`config.mk`:
```
export PLATFORM = sky130hd
export DESIGN_NAME = wb2sdr_top
export DESIGN_NICKNAME = d
export VERILOG_FILES = /design/src/hw/wb2sdr_pkg.sv /design/src/hw/sync_fifo.sv /design/src/hw/wb_req_ctrl.sv /design/src/hw/wb2sdr_top.sv
export VERILOG_INCLUDE_DIRS = /design/src /design/src/hw
export SDC_FILE = /design/constraint.sdc
export NUM_CORES = 1
export LEC_CHECK = 0
export ABC_CLOCK_PERIOD_IN_PS = 7350
export BUFFER_PORTS_ARGS = -buffer_cell sky130_fd_sc_hd__buf_2
export CORE_UTILIZATION = 35
export CTS_CLUSTER_SIZE = 14
export DETAILED_ROUTE_END_ITERATION = 12
export PLACE_DENSITY_LB_ADDON = 0.08
export SYNTH_ARGS = -nofsm -noshare
export SYNTH_HDL_FRONTEND = slang
export SYNTH_HIERARCHICAL = 1
export SYNTH_SLANG_ARGS = --single-unit
```
`constraint.sdc`:
```
create_clock -name sdram_clk -period 7.35 [get_ports sdram_clk]
set_input_delay 0.735 -clock sdram_clk [delete_from_list [all_inputs] [get_ports sdram_clk]]
set_output_delay 0.735 -clock sdram_clk [all_outputs]
set_load 0.1 [all_outputs]
```
`src/hw/wb2sdr_consts.svh`:
```
`ifndef WB2SDR_CONSTS_SVH
`define WB2SDR_CONSTS_SVH

// --------------------
// Bus widths
// --------------------

// Wishbone and SDRAM data width
`define WB2SDR_DATA_W 32

// Byte lanes per data word
`define WB2SDR_SEL_W (`WB2SDR_DATA_W / 8)

// Word address toward the controller
`define WB2SDR_ADDR_W 25

// --------------------
// Queue depths
// --------------------

// Commands waiting for controller acknowledge
`define WB2SDR_CMD_DEPTH 4
// Write beats waiting for wr_next
`define WB2SDR_WR_DEPTH 8
// Read beats on the way back to Wishbone
`define WB2SDR_RD_DEPTH 4

`endif

```
`src/hw/wb2sdr_pkg.sv`:
```
`default_nettype none

`include "wb2sdr_consts.svh"

package wb2sdr_pkg;

  // --------------------
  // Controller side
  // --------------------

  // One queued request
  // Read flag doubles as active low write strobe
  typedef struct packed {
    logic                       wr_n;
    logic [`WB2SDR_ADDR_W-1:0]  addr;
  } sdr_cmd_t;

  // One write beat with active low byte enables
  typedef struct packed {
    logic [`WB2SDR_SEL_W-1:0]   en_n;
    logic [`WB2SDR_DATA_W-1:0]  data;
  } sdr_wr_beat_t;

  // One returned read word
  typedef struct packed {
    logic [`WB2SDR_DATA_W-1:0]  data;
  } sdr_rd_beat_t;

  // --------------------
  // Wishbone side
  // --------------------

  // Cycle qualifiers from the master
  typedef struct packed {
    logic cyc;
    logic stb;
    logic we;
  } wb_req_t;

endpackage

`default_nettype wire

```
`src/hw/sync_fifo.sv`:
```
`timescale 1ns/1ns
`default_nettype none

module sync_fifo #(
  parameter type payload_t = logic [7:0],
  parameter int  DEPTH     = 4
) (
  input  logic     sdram_clk,
  input  logic     wb_clk_i,
  input  logic     push_i,
  input  payload_t push_data_i,
  input  logic     pop_i,
  output payload_t head_o,
  output logic     full_o,
  output logic     empty_o
);

  // Pointer and count widths
  // Count needs one extra state for full
  localparam int PTR_W = (DEPTH > 1) ? $clog2(DEPTH) : 1;
  localparam int CNT_W = $clog2(DEPTH + 1);

  // --------------------
  // Storage and state
  // --------------------

  payload_t             mem [DEPTH];
  logic [PTR_W-1:0]     wr_ptr;
  logic [PTR_W-1:0]     rd_ptr;
  logic [CNT_W-1:0]     count;

  // Last slot index for pointer wrap
  localparam logic [PTR_W-1:0] LAST = PTR_W'(DEPTH - 1);

  // --------------------
  // Pointers and count
  // --------------------

  always_ff @(posedge sdram_clk or posedge wb_clk_i) begin
    if (wb_clk_i) begin
      wr_ptr <= '0;
      rd_ptr <= '0;
      count  <= '0;
    end else begin
      // Write side advance
      if (push_i) begin
        wr_ptr <= (wr_ptr == LAST) ? '0 : wr_ptr + 1'b1;
      end
      // Read side advance
      if (pop_i) begin
        rd_ptr <= (rd_ptr == LAST) ? '0 : rd_ptr + 1'b1;
      end
      // Occupancy
      // Simultaneous push and pop leaves it unchanged
      case ({push_i, pop_i})
        2'b10: count <= count + 1'b1;
        2'b01: count <= count - 1'b1;
        default: count <= count;
      endcase
    end
  end

  // --------------------
  // Data path
  // --------------------

  // Payload written at the write pointer
  always_ff @(posedge sdram_clk) begin
    if (push_i) begin
      mem[wr_ptr] <= push_data_i;
    end
  end

  // First word falls through
  // Head valid one edge after the push
  assign head_o = mem[rd_ptr];

  // Flags from the registered count
  assign full_o  = (count == CNT_W'(DEPTH));
  assign empty_o = (count == '0);

endmodule

`default_nettype wire

```
`src/hw/wb_req_ctrl.sv`:
```
`timescale 1ns/1ns
`default_nettype none

module wb_req_ctrl (
  input  logic                sdram_clk,
  input  logic                wb_clk_i,
  input  wb2sdr_pkg::wb_req_t wb_req_i,
  input  logic                cmd_full_i,
  input  logic                wr_full_i,
  input  logic                rd_empty_i,
  output logic                wb_ack_o,
  output logic                cmd_push_o,
  output logic                wr_push_o,
  output logic                rd_pop_o
);

  // Idle or one read in flight
  typedef enum logic {
    ST_IDLE    = 1'b0,
    ST_RD_PEND = 1'b1
  } state_t;

  state_t state_q;
  state_t state_d;

  // --------------------
  // Request decode
  // --------------------

  logic bus_req;
  logic wr_req;
  logic rd_req;
  logic wr_room;
  logic rd_issue;

  // Valid cycle from the master
  assign bus_req = wb_req_i.cyc & wb_req_i.stb;
  assign wr_req  = bus_req & wb_req_i.we;
  assign rd_req  = bus_req & ~wb_req_i.we;

  // Write needs a command slot and a data slot
  assign wr_room = ~cmd_full_i & ~wr_full_i;

  // Read command only once per access
  // Held off while a read is outstanding
  assign rd_issue = rd_req & ~cmd_full_i & (state_q == ST_IDLE);

  // --------------------
  // Acknowledge
  // --------------------

  // Writes acked on entry into the queues
  // Reads acked once the data is back
  always_comb begin
    if (wr_req) begin
      wb_ack_o = wr_room;
    end else if (rd_req) begin
      wb_ack_o = ~rd_empty_i;
    end else begin
      wb_ack_o = 1'b0;
    end
  end

  // --------------------
  // Queue strobes
  // --------------------

  // Command push for an acked write or a fresh read
  assign cmd_push_o = (wr_req & wr_room) | rd_issue;

  // Write beat goes in with its command
  assign wr_push_o = wr_req & wr_room;

  // Head read beat consumed by the ack
  assign rd_pop_o = rd_req & ~rd_empty_i;

  // --------------------
  // Pending read FSM
  // --------------------

  always_comb begin
    state_d = state_q;
    case (state_q)
      ST_IDLE: begin
        // Read accepted into the command queue
        if (rd_issue) begin
          state_d = ST_RD_PEND;
        end
      end
      ST_RD_PEND: begin
        // Data handed to the master
        if (rd_pop_o) begin
          state_d = ST_IDLE;
        end
      end
      default: state_d = ST_IDLE;
    endcase
  end

  always_ff @(posedge sdram_clk or posedge wb_clk_i) begin
    if (wb_clk_i) begin
      state_q <= ST_IDLE;
    end else begin
      state_q <= state_d;
    end
  end

endmodule

`default_nettype wire

```
`src/hw/wb2sdr_top.sv`:
```
`timescale 1ns/1ns
`default_nettype none

`include "wb2sdr_consts.svh"

module wb2sdr_top (
  // Clock and reset
  input  logic                       sdram_clk,
  input  logic                       wb_clk_i,
  // Wishbone slave
  input  logic                       wb_cyc_i,
  input  logic                       wb_stb_i,
  input  logic                       wb_we_i,
  input  logic [`WB2SDR_ADDR_W-1:0]  wb_addr_i,
  input  logic [`WB2SDR_DATA_W-1:0]  wb_dat_i,
  input  logic [`WB2SDR_SEL_W-1:0]   wb_sel_i,
  output logic                       wb_ack_o,
  output logic [`WB2SDR_DATA_W-1:0]  wb_dat_o,
  // Controller request
  output logic                       sdr_req_o,
  output logic [`WB2SDR_ADDR_W-1:0]  sdr_req_addr_o,
  output logic                       sdr_req_wr_n_o,
  input  logic                       sdr_req_ack_i,
  // Controller data
  output logic [`WB2SDR_DATA_W-1:0]  sdr_wr_data_o,
  output logic [`WB2SDR_SEL_W-1:0]   sdr_wr_en_n_o,
  input  logic                       sdr_wr_next_i,
  input  logic                       sdr_rd_valid_i,
  input  logic [`WB2SDR_DATA_W-1:0]  sdr_rd_data_i
);

  // --------------------
  // Internal signals
  // --------------------

  wb2sdr_pkg::wb_req_t       wb_req;

  wb2sdr_pkg::sdr_cmd_t      cmd_in;
  wb2sdr_pkg::sdr_cmd_t      cmd_head;
  wb2sdr_pkg::sdr_wr_beat_t  wr_in;
  wb2sdr_pkg::sdr_wr_beat_t  wr_head;
  wb2sdr_pkg::sdr_rd_beat_t  rd_in;
  wb2sdr_pkg::sdr_rd_beat_t  rd_head;

  logic cmd_push;
  logic cmd_full;
  logic cmd_empty;
  logic wr_push;
  logic wr_full;
  logic rd_pop;
  logic rd_empty;

  // --------------------
  // Struct packing
  // --------------------

  // Master qualifiers
  assign wb_req = '{cyc: wb_cyc_i, stb: wb_stb_i, we: wb_we_i};

  // Read flag is the inverted write enable
  assign cmd_in = '{wr_n: ~wb_we_i, addr: wb_addr_i};

  // Byte selects become active low enables
  assign wr_in = '{en_n: ~wb_sel_i, data: wb_dat_i};

  assign rd_in = '{data: sdr_rd_data_i};

  // Controller sees the queue heads
  assign sdr_req_o      = ~cmd_empty;
  assign sdr_req_addr_o = cmd_head.addr;
  assign sdr_req_wr_n_o = cmd_head.wr_n;
  assign sdr_wr_data_o  = wr_head.data;
  assign sdr_wr_en_n_o  = wr_head.en_n;

  // Read word straight from the head
  assign wb_dat_o = rd_head.data;

  // --------------------
  // Wishbone control
  // --------------------

  wb_req_ctrl u_ctrl (
    .sdram_clk  (sdram_clk),
    .wb_clk_i   (wb_clk_i),
    .wb_req_i   (wb_req),
    .cmd_full_i (cmd_full),
    .wr_full_i  (wr_full),
    .rd_empty_i (rd_empty),
    .wb_ack_o   (wb_ack_o),
    .cmd_push_o (cmd_push),
    .wr_push_o  (wr_push),
    .rd_pop_o   (rd_pop)
  );

  // --------------------
  // Queues
  // --------------------

  // Commands popped by the controller acknowledge
  sync_fifo #(
    .payload_t (wb2sdr_pkg::sdr_cmd_t),
    .DEPTH     (`WB2SDR_CMD_DEPTH)
  ) u_cmd_fifo (
    .sdram_clk   (sdram_clk),
    .wb_clk_i    (wb_clk_i),
    .push_i      (cmd_push),
    .push_data_i (cmd_in),
    .pop_i       (sdr_req_ack_i),
    .head_o      (cmd_head),
    .full_o      (cmd_full),
    .empty_o     (cmd_empty)
  );

  // Write beats popped by wr_next
  sync_fifo #(
    .payload_t (wb2sdr_pkg::sdr_wr_beat_t),
    .DEPTH     (`WB2SDR_WR_DEPTH)
  ) u_wr_fifo (
    .sdram_clk   (sdram_clk),
    .wb_clk_i    (wb_clk_i),
    .push_i      (wr_push),
    .push_data_i (wr_in),
    .pop_i       (sdr_wr_next_i),
    .head_o      (wr_head),
    .full_o      (wr_full),
    .empty_o     ()
  );

  // Read beats pushed by rd_valid
  sync_fifo #(
    .payload_t (wb2sdr_pkg::sdr_rd_beat_t),
    .DEPTH     (`WB2SDR_RD_DEPTH)
  ) u_rd_fifo (
    .sdram_clk   (sdram_clk),
    .wb_clk_i    (wb_clk_i),
    .push_i      (sdr_rd_valid_i),
    .push_data_i (rd_in),
    .pop_i       (rd_pop),
    .head_o      (rd_head),
    .full_o      (),
    .empty_o     (rd_empty)
  );

endmodule

`default_nettype wire

```
==> summary.md <==
| Metric | Value |
|---|---|
| Routed Antenna Nets | `0` |
| Clk_lat worst skew | `0.60 ns` |
| Crit Path Category | `reg2out` |
| RSZ-0062 raised after global routing | `false` |
| Vias post-DR | `9383` |
| DP Worst Slack | `3.566 ns` |
| Peak Freq | `0.2345 GHz` |
| Hold Path Class | `in2reg` |
| IO Pins | `197` |
| PnR worst setup slack | `3.086 ns` |
| Number of port buffers | `196` |
| Filler cell count | `5191` |
| H-tree depth | `2` |
| Final hold vios | `0` |
| Cells along the critical path | `buf_4 > mux4_2 > mux2_2 > buf_2` |
| # rows | `89` |
| Final min period | `4.264 ns` |
| Syn Area/Cell | `23.77 um2` |
| Critical Path AT | `3.53 ns` |
| GPL Wtd Cong | `0.6760` |
| Worst-Margin Slew | `0.9784 ns` |
| Starting DRT DRC Count | `451` |
| # setup viols final | `0` |
| Initial antenna violation count | `7` |
| Post-Route Skew | `0.01242 ns` |
| Post-CTS sizing | `0` |
| Setup tns final | `0 ns` |
| Final worst-path cycle share | `58.02%` |
| Gate Count Post-Synth | `878` |
| Drt first pass iters | `4` |
| Crit-path slowest cell | `dfrtp_4` |
| Initial Utilization | `35.36%` |
| Final Core Density | `41.90%` |
| Synth warn | `6` |
| Rel. slew slack | `34.78%` |
| Worst-path maximum fanout | `39` |
| Area growth from synthesis to layout | `18.49%` |
| Setup repair bufs after CTS | `0` |
| DRC viols | `0` |
| Drt wl/cell | `21.76 um` |
| Layout cell share with drive strength beyond 1 | `42.02%` |
| Crit. End Element | `primary output` |
| Die Ht | `246.2 um` |
| Largest net degree at the start of global routing | `49` |
| Slew Limit Fails | `0` |
| Req. time, crit path | `6.61 ns` |
| Core box area | `59020 um2` |
| Clock Sinks | `545` |
| CTS tree | `built` |
| Clk slew on worst S/H paths | `0.06 ns` |
| Wire length of the first global-routing pass | `63350 um` |
| Syn Nets | `1000` |
| MaxCap Viol Count | `0` |
| Number of nets in the layout | `1239` |
| Detail Placement HPWL | `22810 um` |
| Root Driver | `clkbuf_16` |
| Total track usage | `14.24%` |
| CTS Buf Count | `58` |
| Drt total wl | `42260 um` |
| Die W | `246.2 um` |
| Worst path max stage delay | `0.97 ns` |
| Clk buf depth | `3` |
| Vias in the first global route | `9996` |
| Status | `finished, final reports clean` |
| Gr ovfl total | `0` |
| Post-DR vias/cell | `4.832` |
| Startpoint Class | `register` |
| Synthesized area | `20870 um2` |
| Die Area | `60610 um2` |
[metrics by stage]
step / area (um2) / std cells / hold slack (ns)
2_1_floorplan: 20870 / 878 / 0.4426
3_3_place_gp: 22730 / 1829 / 0.4639
3_5_place_dp: 22730 / 1829 / 0.4580
4_1_cts: 24720 / 1939 / 0.2933
5_1_grt: 24720 / 1939 / 0.3193
6_report: 24730 / 1942 / 0.3403
[state kept, by name, indices dropped and copies added (netlist names)]
name,count
u_rd_fifo/wr_ptr,2
u_cmd_fifo/count,3
u_rd_fifo/rd_ptr,2
u_wr_fifo/mem,288
u_cmd_fifo/mem,104
u_rd_fifo/count,3
u_ctrl/state_q,1
u_wr_fifo/wr_ptr,3
u_wr_fifo/rd_ptr,3
u_cmd_fifo/wr_ptr,2
u_wr_fifo/count,4
u_rd_fifo/mem,128
u_cmd_fifo/rd_ptr,2
[what timing repair did]
action / CTS / global route
hold endpoints to repair: 1 / 0
endpoints found under the setup margin: 0 / 0
hold buffers: 1 / 0
[area by class of cell]
| class | count | area [um2] | area share [%] |
|---|---|---|---|
| multi-input combinational | 271 | 4298 | 17.38 |
| sequential | 545 | 16250 | 65.71 |
| timing repair buffer | 215 | 1126 | 4.553 |
| clock buffer | 73 | 1612 | 6.516 |
| antenna | 3 | 7.507 | 0.03036 |
| inverter | 26 | 97.59 | 0.3946 |
| tap | 773 | 967.2 | 3.911 |
| clock inverter | 36 | 371.6 | 1.503 |
[placed cells by master, fill, tap and decap left out, types with 9 or more instances in the layout]
master	count
inv_1	26
ha_1	19
buf_2	196
clkinv_1	9
mux4_2	120
dfrtp_1	20
clkbuf_16	61
edfxtp_1	520
buf_4	18
mux4_1	10
clkinv_2	10
mux2_2	44
[worst max-delay path, delay by kind of cell (launching register included)]
family	cells	cell delay [ns]
multiplexers	2	0.86
flip-flops	1	0.97
buffers and inverters	2	1.04
[path summary, 6_finish.rpt]
| kind | startpoint | to | slack, ns | depth (start not counted) |
|---|---|---|---|---|
| max | u_wr_fifo/rd_ptr[0]$_DFFE_PP0P_ | sdr_wr_en_n_o[0] | 3.09 | 4 |
| min | sdr_rd_data_i[6] | u_rd_fifo/mem[3][6]$_DFFE_PP_ | 0.34 | 1 |
| max reg2reg | u_cmd_fifo/count[0]$_DFFE_PP0P_ | u_wr_fifo/mem[4][8]$_DFFE_PP_ | 4.18 | 7 |
| min reg2reg | u_rd_fifo/count[2]$_DFFE_PP0P_ | u_rd_fifo/count[2]$_DFFE_PP0P_ | 0.47 | 1 |
| max in group asynchronous | wb_clk_i | u_wr_fifo/rd_ptr[0]$_DFFE_PP0P_ | 6.27 | 3 |
| min in group asynchronous | wb_clk_i | u_ctrl/state_q$_DFF_PP0_ | 0.55 | 3 |
[routing by layer]
| metal | vias up | share of wire (%) | track usage, % | wire, um |
|---|---|---|---|---|
| met5 | - | 0.12 | 0 | 50 |
| met4 | 8 | 2.2 | 4.604 | 939 |
| met3 | 70 | 5.3 | 3.519 | 2231 |
| met2 | 178 | 48 | 23.02 | 20380 |
| met1 | 4963 | 44 | 18.81 | 18660 |
| li1 | 4164 | - | - | - |
Power is left out: the tool's default activity adds up to more than one toggle a clock period on the data nets, which glitch-free logic cannot reach.
